File: src/verilog/loader_pkg.sv
/*
 * CPS-1.5 loader shared definitions
 * Bus widths, download targets, SDRAM bank codes and the
 * default byte-address starts of the ROM regions
 */
package loader_pkg;

    // Download byte address and SDRAM word address
    localparam int IOCTL_AW = 25;
    localparam int PROG_AW  = 22;

    // Programming and EEPROM words
    localparam int WORD_W   = 16;
    localparam int EE_AW    = 7;

    // Target of a byte leaving the router
    typedef enum logic [1:0] {
        TGT_NONE   = 2'd0,
        TGT_ROM    = 2'd1,
        TGT_EEPROM = 2'd2
    } load_tgt_e;

    // SDRAM bank of a programming write
    typedef enum logic [1:0] {
        BANK_MAIN  = 2'd0,
        BANK_SOUND = 2'd1,
        BANK_GFX   = 2'd2,
        BANK_PCM   = 2'd3
    } prog_bank_e;

    // Region starts in the download stream, main CPU ROM begins at zero
    localparam logic [IOCTL_AW-1:0] DEF_SND_START = 25'h0010_0000;
    localparam logic [IOCTL_AW-1:0] DEF_GFX_START = 25'h0020_0000;
    localparam logic [IOCTL_AW-1:0] DEF_PCM_START = 25'h0040_0000;

endpackage

File: src/verilog/ioctl_router.sv
/*
 * Download router
 * Registers each ioctl byte, tags it for the ROM or EEPROM path
 * and stretches the download busy flag while bytes drain
 */
module ioctl_router (
    input  logic                               clk,
    input  logic                               arst_n,
    input  logic                               downloading,
    input  logic [loader_pkg::IOCTL_AW-1:0]    ioctl_addr,
    input  logic [7:0]                         ioctl_data,
    input  logic                               ioctl_wr,
    input  logic                               ioctl_ram,
    output loader_pkg::load_tgt_e              rt_tgt,
    output logic [loader_pkg::IOCTL_AW-1:0]    rt_addr,
    output logic [7:0]                         rt_data,
    output logic                               dwnld_busy
);

    // Two bytes can still be in the formatters when downloading drops
    localparam logic [1:0] DRAIN_CYCLES = 2'd2;

    logic [1:0] drain_cnt;

    // Target tag, idle when no strobe
    always_ff @(posedge clk or negedge arst_n) begin
        if (!arst_n) begin
            rt_tgt <= loader_pkg::TGT_NONE;
        end else if (ioctl_wr) begin
            rt_tgt <= ioctl_ram ? loader_pkg::TGT_EEPROM : loader_pkg::TGT_ROM;
        end else begin
            rt_tgt <= loader_pkg::TGT_NONE;
        end
    end

    // Address and byte follow the strobe
    always_ff @(posedge clk) begin
        if (ioctl_wr) begin
            rt_addr <= ioctl_addr;
            rt_data <= ioctl_data;
        end
    end

    // Reloaded while downloading, counts down afterwards
    always_ff @(posedge clk or negedge arst_n) begin
        if (!arst_n) begin
            drain_cnt <= 2'd0;
        end else if (downloading) begin
            drain_cnt <= DRAIN_CYCLES;
        end else if (drain_cnt != 2'd0) begin
            drain_cnt <= drain_cnt - 2'd1;
        end
    end

    assign dwnld_busy = downloading | (drain_cnt != 2'd0);

endmodule

File: src/verilog/rom_prog_formatter.sv
/*
 * ROM programming formatter
 * Maps a routed ROM byte to an SDRAM bank by address region and
 * issues a byte-masked word write relative to that region
 */
module rom_prog_formatter #(
    parameter logic [loader_pkg::IOCTL_AW-1:0] SND_START = loader_pkg::DEF_SND_START,
    parameter logic [loader_pkg::IOCTL_AW-1:0] GFX_START = loader_pkg::DEF_GFX_START,
    parameter logic [loader_pkg::IOCTL_AW-1:0] PCM_START = loader_pkg::DEF_PCM_START
) (
    input  logic                               clk,
    input  logic                               arst_n,
    input  loader_pkg::load_tgt_e              rt_tgt,
    input  logic [loader_pkg::IOCTL_AW-1:0]    rt_addr,
    input  logic [7:0]                         rt_data,
    output logic [loader_pkg::PROG_AW-1:0]     prog_addr,
    output logic [loader_pkg::WORD_W-1:0]      prog_data,
    output logic [1:0]                         prog_mask,
    output loader_pkg::prog_bank_e             prog_ba,
    output logic                               prog_we
);

    loader_pkg::prog_bank_e             bank;
    logic [loader_pkg::IOCTL_AW-1:0]    region_start;
    logic [loader_pkg::IOCTL_AW-1:0]    region_off;

    // Highest region whose start is not above the address
    always_comb begin
        if (rt_addr >= PCM_START) begin
            bank         = loader_pkg::BANK_PCM;
            region_start = PCM_START;
        end else if (rt_addr >= GFX_START) begin
            bank         = loader_pkg::BANK_GFX;
            region_start = GFX_START;
        end else if (rt_addr >= SND_START) begin
            bank         = loader_pkg::BANK_SOUND;
            region_start = SND_START;
        end else begin
            bank         = loader_pkg::BANK_MAIN;
            region_start = '0;
        end
    end

    assign region_off = rt_addr - region_start;

    always_ff @(posedge clk or negedge arst_n) begin
        if (!arst_n) begin
            prog_we <= 1'b0;
        end else begin
            prog_we <= (rt_tgt == loader_pkg::TGT_ROM);
        end
    end

    always_ff @(posedge clk) begin
        if (rt_tgt == loader_pkg::TGT_ROM) begin
            // Byte offset to word address
            prog_addr <= region_off[loader_pkg::PROG_AW:1];
            prog_data <= {rt_data, rt_data};
            // Active low, odd bytes go to the upper lane
            prog_mask <= rt_addr[0] ? 2'b01 : 2'b10;
            prog_ba   <= bank;
        end
    end

endmodule

File: src/verilog/eeprom_word_packer.sv
/*
 * EEPROM word packer
 * Holds the even byte of a settings pair and writes the full
 * word when the odd byte arrives
 */
module eeprom_word_packer (
    input  logic                               clk,
    input  logic                               arst_n,
    input  loader_pkg::load_tgt_e              rt_tgt,
    input  logic [loader_pkg::IOCTL_AW-1:0]    rt_addr,
    input  logic [7:0]                         rt_data,
    output logic                               ee_we,
    output logic [loader_pkg::EE_AW-1:0]       ee_waddr,
    output logic [loader_pkg::WORD_W-1:0]      ee_wdata
);

    logic       ee_byte;
    logic       hi_byte;
    logic [7:0] lo_hold;

    assign ee_byte = (rt_tgt == loader_pkg::TGT_EEPROM);
    assign hi_byte = rt_addr[0];

    // One write per odd byte
    always_ff @(posedge clk or negedge arst_n) begin
        if (!arst_n) begin
            ee_we <= 1'b0;
        end else begin
            ee_we <= ee_byte & hi_byte;
        end
    end

    // Even byte waits here for its partner
    always_ff @(posedge clk) begin
        if (ee_byte && !hi_byte) begin
            lo_hold <= rt_data;
        end
    end

    always_ff @(posedge clk) begin
        if (ee_byte && hi_byte) begin
            ee_waddr <= rt_addr[loader_pkg::EE_AW:1];
            ee_wdata <= {rt_data, lo_hold};
        end
    end

endmodule

File: src/verilog/eeprom_array.sv
/*
 * EEPROM settings store
 * 128 x 16 memory with a word write port from the packer and a
 * registered byte readback port on the download address
 */
module eeprom_array (
    input  logic                               clk,
    input  logic                               ee_we,
    input  logic [loader_pkg::EE_AW-1:0]       ee_waddr,
    input  logic [loader_pkg::WORD_W-1:0]      ee_wdata,
    input  logic [loader_pkg::IOCTL_AW-1:0]    ioctl_addr,
    output logic [7:0]                         ioctl_data_out
);

    localparam int DEPTH = 1 << loader_pkg::EE_AW;

    logic [loader_pkg::WORD_W-1:0] mem [DEPTH];
    logic [loader_pkg::WORD_W-1:0] rd_word;
    logic                          rd_hi;

    // Word write from the packer
    always_ff @(posedge clk) begin
        if (ee_we) begin
            mem[ee_waddr] <= ee_wdata;
        end
    end

    // Registered read, byte select follows the address
    always_ff @(posedge clk) begin
        rd_word <= mem[ioctl_addr[loader_pkg::EE_AW:1]];
        rd_hi   <= ioctl_addr[0];
    end

    assign ioctl_data_out = rd_hi ? rd_word[15:8] : rd_word[7:0];

endmodule

File: src/verilog/cps_loader_top.sv
/*
 * CPS-1.5 loading and save-data path
 * Routes the ioctl download stream to SDRAM programming writes
 * or to the EEPROM settings store, and reads settings back
 */
module cps_loader_top #(
    parameter logic [loader_pkg::IOCTL_AW-1:0] SND_START = loader_pkg::DEF_SND_START,
    parameter logic [loader_pkg::IOCTL_AW-1:0] GFX_START = loader_pkg::DEF_GFX_START,
    parameter logic [loader_pkg::IOCTL_AW-1:0] PCM_START = loader_pkg::DEF_PCM_START
) (
    input  logic                               clk,
    input  logic                               arst_n,
    input  logic                               downloading,
    output logic                               dwnld_busy,
    // Download stream
    input  logic [loader_pkg::IOCTL_AW-1:0]    ioctl_addr,
    input  logic [7:0]                         ioctl_data,
    input  logic                               ioctl_wr,
    input  logic                               ioctl_ram,
    output logic [7:0]                         ioctl_data_out,
    // SDRAM programming
    output logic [loader_pkg::PROG_AW-1:0]     prog_addr,
    output logic [loader_pkg::WORD_W-1:0]      prog_data,
    output logic [1:0]                         prog_mask,
    output loader_pkg::prog_bank_e             prog_ba,
    output logic                               prog_we
);

    // Router to formatters
    loader_pkg::load_tgt_e              rt_tgt;
    logic [loader_pkg::IOCTL_AW-1:0]    rt_addr;
    logic [7:0]                         rt_data;

    // Packer to settings store
    logic                               ee_we;
    logic [loader_pkg::EE_AW-1:0]       ee_waddr;
    logic [loader_pkg::WORD_W-1:0]      ee_wdata;

    ioctl_router u_router (
        .clk         ( clk         ),
        .arst_n      ( arst_n      ),
        .downloading ( downloading ),
        .ioctl_addr  ( ioctl_addr  ),
        .ioctl_data  ( ioctl_data  ),
        .ioctl_wr    ( ioctl_wr    ),
        .ioctl_ram   ( ioctl_ram   ),
        .rt_tgt      ( rt_tgt      ),
        .rt_addr     ( rt_addr     ),
        .rt_data     ( rt_data     ),
        .dwnld_busy  ( dwnld_busy  )
    );

    rom_prog_formatter #(
        .SND_START ( SND_START ),
        .GFX_START ( GFX_START ),
        .PCM_START ( PCM_START )
    ) u_rom_fmt (
        .clk       ( clk       ),
        .arst_n    ( arst_n    ),
        .rt_tgt    ( rt_tgt    ),
        .rt_addr   ( rt_addr   ),
        .rt_data   ( rt_data   ),
        .prog_addr ( prog_addr ),
        .prog_data ( prog_data ),
        .prog_mask ( prog_mask ),
        .prog_ba   ( prog_ba   ),
        .prog_we   ( prog_we   )
    );

    eeprom_word_packer u_ee_pack (
        .clk      ( clk      ),
        .arst_n   ( arst_n   ),
        .rt_tgt   ( rt_tgt   ),
        .rt_addr  ( rt_addr  ),
        .rt_data  ( rt_data  ),
        .ee_we    ( ee_we    ),
        .ee_waddr ( ee_waddr ),
        .ee_wdata ( ee_wdata )
    );

    // Readback uses the live download address
    eeprom_array u_ee_array (
        .clk            ( clk            ),
        .ee_we          ( ee_we          ),
        .ee_waddr       ( ee_waddr       ),
        .ee_wdata       ( ee_wdata       ),
        .ioctl_addr     ( ioctl_addr     ),
        .ioctl_data_out ( ioctl_data_out )
    );

endmodule

File: config.mk
export PLATFORM = sky130hd
export DESIGN_NAME = cps_loader_top
export DESIGN_NICKNAME = d
export VERILOG_FILES = /design/src/verilog/loader_pkg.sv /design/src/verilog/ioctl_router.sv /design/src/verilog/rom_prog_formatter.sv /design/src/verilog/eeprom_word_packer.sv /design/src/verilog/eeprom_array.sv /design/src/verilog/cps_loader_top.sv
export SDC_FILE = /design/constraint.sdc
export NUM_CORES = 2
export LEC_CHECK = 0
export ABC_AREA = 1
export BUFFER_PORTS_ARGS = -buffer_cell sky130_fd_sc_hd__buf_2
export CAP_MARGIN = 20
export CORE_ASPECT_RATIO = 1.5
export CORE_MARGIN = 10
export CORE_UTILIZATION = 50
export CTS_CLUSTER_DIAMETER = 200
export DETAILED_ROUTE_END_ITERATION = 8
export PLACE_DENSITY = 0.74
export SYNTH_ARGS = -nofsm -noshare
export SYNTH_HDL_FRONTEND = slang
export SYNTH_SLANG_ARGS = --single-unit
File: constraint.sdc
create_clock -name clk -period 3 [get_ports clk]
set_clock_uncertainty 0.15 [all_clocks]
set_input_delay 0.15 -clock clk [delete_from_list [all_inputs] [get_ports clk]]
set_output_delay 0.15 -clock clk [all_outputs]
set_load 0.01 [all_outputs]
# ---- After elaboration in Yosys (flattened, before gate mapping)
# Memory sizes are Yosys's and may differ from the RTL's. A register that Yosys moved wholly into a read port is not among the register bits.
# Index checks and enable logic that the tools add are counted.
dict set report classes {
  n_addsub 2
  magnitude_cmp 3
  eq_ne 2
  n_mux 13
  n_bitwise 2
  n_reduce_logical 6
}
# op n
set op_table {}
lappend op_table {{$ge 25x21->1 const B} 1}
lappend op_table {{$ge 25x22->1 const B} 1}
lappend op_table {{$ge 25x23->1 const B} 1}
lappend op_table {{$mux 23} 1}
lappend op_table {{$sub 23x23->23} 1}
lappend op_table {{$mux 22} 1}
lappend op_table {{$mux 21} 1}
lappend op_table {{$mux 2} 5}
lappend op_table {{$mux 8} 1}
lappend op_table {{$mux 1} 4}
lappend op_table {{$reduce_bool 2->1} 2}
lappend op_table {{$eq 2x1->1 const B} 1}
lappend op_table {{$eq 2x2->1 const B} 1}
lappend op_table {{$logic_and 1x1->1} 2}
lappend op_table {{$reduce_or 2->1} 1}
lappend op_table {{$sub 2x1->2 const B} 1}
lappend op_table {{$and 1x1->1} 1}
lappend op_table {{$logic_not 1->1} 1}
lappend op_table {{$or 1x1->1} 1}
dict set report totals {
  ff_bits 113
  ramBits 2048
  input_bits 38
  output_inout_bits 52
  word_cells 44
  n_memories 1
}
# name words word_bits rd rd_ports_with_merged_regs wr line
set memory_table {}
lappend memory_table {u_ee_array.mem 128 16 1 1 1 eeprom_array.sv:17} ;# logic [loader_pkg::WORD_W-1:0] mem [DEPTH];

# ---- Longest topological paths before layout
dict set report depth {
  ltp_word 5
  mapped_depth 13
  mapped_depth_nobuf 9
}

# ---- By module
# A second synthesis with hierarchy kept.
dict set report hier_totals {
  cells_unflattened 6960
  area_unflattened_um2 86267.7
}
# module n_inst cells_each area_each_um2 seq_area_each_um2
set by_module_without_submodules {}
lappend by_module_without_submodules {eeprom_array 1 6803 82889.5 61839.3}
lappend by_module_without_submodules {rom_prog_formatter 1 66 1236.2 1046.0}
lappend by_module_without_submodules {ioctl_router 1 54 1167.4 1091.0}
lappend by_module_without_submodules {eeprom_word_packer 1 37 974.7 955.9}

# ---- Worst setup path after synthesis
# Ideal clock, no wire load.
dict set report synth_path {
  kind {register to register}
  from {reg u_router.rt_tgt[0]}
  to {reg u_ee_pack.ee_waddr[0] (netlist name) (enable)}
  setup_time_ps 434
  arrival_ps 2065
  required_time_ps 2416
  setup_slack_ps 351
  stages_incl_launch_ff 2
  path_buffers 0
  period_less_slack_ps 2649
  cell_sequence {dfrtp_1 nor3_1}
}
dict set report synth_between {
  elab_chain_len 2
}
# item line
set synth_rtl {}
lappend synth_rtl {{start, declared} ioctl_router.sv:14} ;# output loader_pkg::load_tgt_e rt_tgt,
lappend synth_rtl {{start signal, assigned} ioctl_router.sv:28} ;# rt_tgt <= loader_pkg::TGT_NONE;
lappend synth_rtl {{start signal, assigned} ioctl_router.sv:30} ;# rt_tgt <= ioctl_ram ? loader_pkg::TGT_EEPROM : loader_pkg::TGT_ROM;
lappend synth_rtl {{start signal, assigned} ioctl_router.sv:32} ;# rt_tgt <= loader_pkg::TGT_NONE;
lappend synth_rtl {{$eq 2x2->1} eeprom_word_packer.sv:21} ;# assign ee_byte = (rt_tgt == loader_pkg::TGT_EEPROM);
lappend synth_rtl {{$logic_and 1x1->1} eeprom_word_packer.sv:41} ;# if (ee_byte && hi_byte) begin
lappend synth_rtl {{end signal, assigned} eeprom_word_packer.sv:42} ;# ee_waddr <= rt_addr[loader_pkg::EE_AW:1];
lappend synth_rtl {{end, declared} eeprom_word_packer.sv:13} ;# output logic [loader_pkg::EE_AW-1:0] ee_waddr,
# No other way between the ends.
# A chain may end at the register's enable or synchronous reset.

==> results.ini <==
[synthesis]
syn_avg_cell_area_um2=12.4
yosysWarnings=0
syn_area_um2=86200
ys_seq_area_share_pct=75.3
ys_seq_elements=2169
ys_top_cells_by_area=edfxtp_1 (75%), nand3_1 (12%), nand2_1 (9.1%), buf_2 (1.6%), nor2_1 (0.60%)
synth_top_cell_by_area=edfxtp_1
synth_top_area_share_pct=74.7
synth_fp_nets=6991
yosysUniqueCellTypes=22
synth_cells=6950

[finish]
design_area_um2=97200
nFillCells=13100
area_delta_synth_final_pct=12.7
nets=7166
stdcell_count=9534
drive_above_1_share_pct=9.21

[flow_run]
max-cap-violations=0

[floorplan]
io_pins=90
core_area_um2=171000
chipHeight_um=529
die_x_um=359
die_area_um2=190000
initial_utilization_pct=50.3
rows=186

[setup_path]
path_class=input pin to flop
cp.arrival_ns=3.36
startpoint_type=input pin
rrSetupSlack_ns=0.31
endpoint_kind=flop
worst_ep_required_time_ns=3.56
r2r_cells=6
path_max_fanout=56

[global_route]
grt_pass1_wl_mm=352
antenna_found_initial=2
grt_overflow=0
first_global_vias=55800
grt_max_degree=149
grt_use_total_pct=24.4

[timing]
setup_viol=0
finalCriticalPeriod_ns=2.80
hold_viol=0
min_period_over_period_pct=93.5
tightest_slew_ns=1.15
fmax_ghz=0.357
rsz0062_at_grt=false
slew_violations=0
relSlewSlack_pct=23.2
finalSetupTns_ns=0

[clock_tree]
insertion_delay_ns=0.84
clockBufferDepth=3
cts_setup_buffers=0
postCtsHoldBufs=67
cts_tree=done
clockRootBuffer=clkbuf_16
numClockSinks=2169
cts_max_level=4
numCtsBuffers=180
post_cts_resized=0
clk_pin_slew_ns=0.07

[detailed_routing]
dr.pass1.iters=8
first_iter_violations=7737
wirelength_mm=239
vias_per_cell=6.04
avgRoutedWirePerCell_um=25.1
drc=0
ant_nets=0
num_vias=57500

[pwr]
p_leak_uw=0.0340
p_clk_share_pct=39.1
swShare_pct=22.3
pwr-share-seq_pct=54.8
switching_power_uw=13500
p_int_uw=47200
peakVddDrop_v=0.000670
powerDensity_nw_per_um2=625
power_frac_comb_pct=6.1

[place]
post-dp-hpwl_mm=133
numPortBuffers=89
routabilityCongestion=0.898
dpl.cell_count=9132
place_area_um2=90600

[min_path]
hold_path_class=input pin to asynchronous set/reset pin

[outcome]
outcome=complete, no violations

-- synthesized netlist by cell type --
library cell  instances
edfxtp_1           2146
mux2_2                8
nor2_1              138
a21oi_1               1
nand3_1            2020
buf_1                49
buf_8                 3
nor3_1               13
fa_1                  1
nand2_1            2090
inv_4                 1
o21ai_0               3
dfxtp_1              17
buf_6                23
inv_1                35
xor2_1                1
inv_2                 2
buf_2               269
buf_4                39
dfrtp_1               6
ha_1                  2
clkbuf_1             83
-- cell usage in the layout (no fill, tap or decap), types with 3 or more instances in the layout --
| master | instances |
|---|---|
| inv_1 | 33 |
| edfxtp_1 | 2146 |
| nor3_1 | 10 |
| inv_8 | 3 |
| buf_8 | 3 |
| nor2_1 | 137 |
| clkbuf_1 | 40 |
| buf_4 | 211 |
| dfxtp_1 | 17 |
| buf_2 | 85 |
| dfrtp_1 | 6 |
| inv_16 | 3 |
| clkinv_8 | 7 |
| bufinv_16 | 16 |
| clkbuf_16 | 183 |
| clkinv_1 | 32 |
| buf_12 | 93 |
| inv_6 | 3 |
| clkinv_2 | 28 |
| mux2_2 | 8 |
| nor3_2 | 3 |
| nand3_1 | 2020 |
| dlygate4sd3_1 | 67 |
| clkbuf_8 | 11 |
| o21ai_0 | 3 |
| clkinvlp_4 | 7 |
| nand2_1 | 2090 |
-- kinds of logic (layout without fill, tap and decap cells) --
| logic type | after synthesis | in the layout | share of synthesized area (%) |
|---|---|---|---|
| AOI/OAI and AO/OA | 4 | 4 | 0.0232 |
| xor gates and xnor gates | 1 | 1 | 0.0102 |
| other | 0 | 2 | 0 |
| muxes | 8 | 8 | 0.104 |
| and+or+nand+nor | 4261 | 4261 | 21.5 |
| DFF | 2169 | 2169 | 75.3 |
| buffers and inverters | 504 | 830 | 3.00 |
| adders and majority gates | 3 | 3 | 0.0522 |
-- area by class of cell --
type,instances,area (um2),share of cell area (%)
Tap cell,2256,2820,2.90
Timing Repair Buffer,459,4590,4.72
Sequential cell,2169,64900,66.8
Clock buffer,234,4880,5.02
Antenna cell,2,5.00,0.00515
Inverter,38,176,0.182
Multi-Input combinational cell,4277,18700,19.3
Clock inverter,99,1050,1.08
-- state kept, by name, summed over array words and instances (netlist names), 2 cells and up --
signal,cells
u_rom_fmt.prog_addr,22
u_rom_fmt.prog_mask,2
u_ee_pack.ee_waddr,7
u_router.rt_tgt,2
u_ee_pack.ee_wdata,16
u_ee_pack.lo_hold,8
u_router.rt_addr,25
u_ee_array.rd_word,16
u_rom_fmt.prog_data,8
u_ee_array.mem,2048
u_router.rt_data,8
u_rom_fmt.prog_ba,2
u_router.drain_cnt,2
-- power groups by stage --
| stage | Clock (uW) | Combinational (uW) | Sequential (uW) |
|---|---|---|---|
| floorplan | 0 | 1970 | 34000 |
| detailed placement | 0 | 3520 | 33900 |
| global placement | 0 | 3460 | 33900 |
| finish | 23700 | 3690 | 33300 |
| CTS | 23800 | 3610 | 33300 |
| global route | 25000 | 3910 | 33300 |
-- metal layers --
metal	vias up	part of all wire (%)	global-route usage (%)	routed length [um]
met5	-	0	0	0
met4	0	8.2	18.0	19600
met3	774	10	4.24	23900
met2	3829	48	39.7	115000
met1	27800	34	29.0	81000
li1	25100	-	-	-
-- stage by stage --
step	utilization [%]	hold slack [ns]	power [uW]	worst slack, ns
floorplan	-	-0.296	36000	0.351
global placement	52.9	-0.169	37400	0.0311
detailed placement	52.9	-0.164	37500	0.0137
CTS	56.7	0.0571	60700	0.301
global route	56.7	0.102	62200	0.214
finish	56.7	0.118	60700	0.195
-- path summary, 6_finish.rpt --
check | startpoint | end
hold reg to reg | u_router.rt_addr[8]$_DFFE_PP_ | u_rom_fmt.prog_addr[7]$_DFFE_PP_
min in group clk | ioctl_addr[2] | u_router.rt_addr[2]$_DFFE_PP_
max in group asynchronous | arst_n | u_ee_pack.ee_we$_DFF_PN0_
setup / recovery | ioctl_addr[2] | u_ee_array.rd_word[0]$_DFF_P_
hold / removal | arst_n | u_rom_fmt.prog_we$_DFF_PN0_
setup reg to reg | u_ee_pack.ee_waddr[0]$_DFFE_PP_ | u_ee_array.mem[107][15]$_DFFE_PP_
-- worst max-delay path, stage by stage --
cell and delay, ns:
dlygate4sd3_1 0.57, buf_8 0.19, inv_8 0.33, buf_12 0.25, buf_12 0.29, nand3_1 0.13, nand3_1 0.10, nand3_1 0.25
nand3_1 0.15, nand3_1 0.36, nand3_1 0.42, nand2_1 0.08
Note: power is estimated with default switching activity, not from simulation.
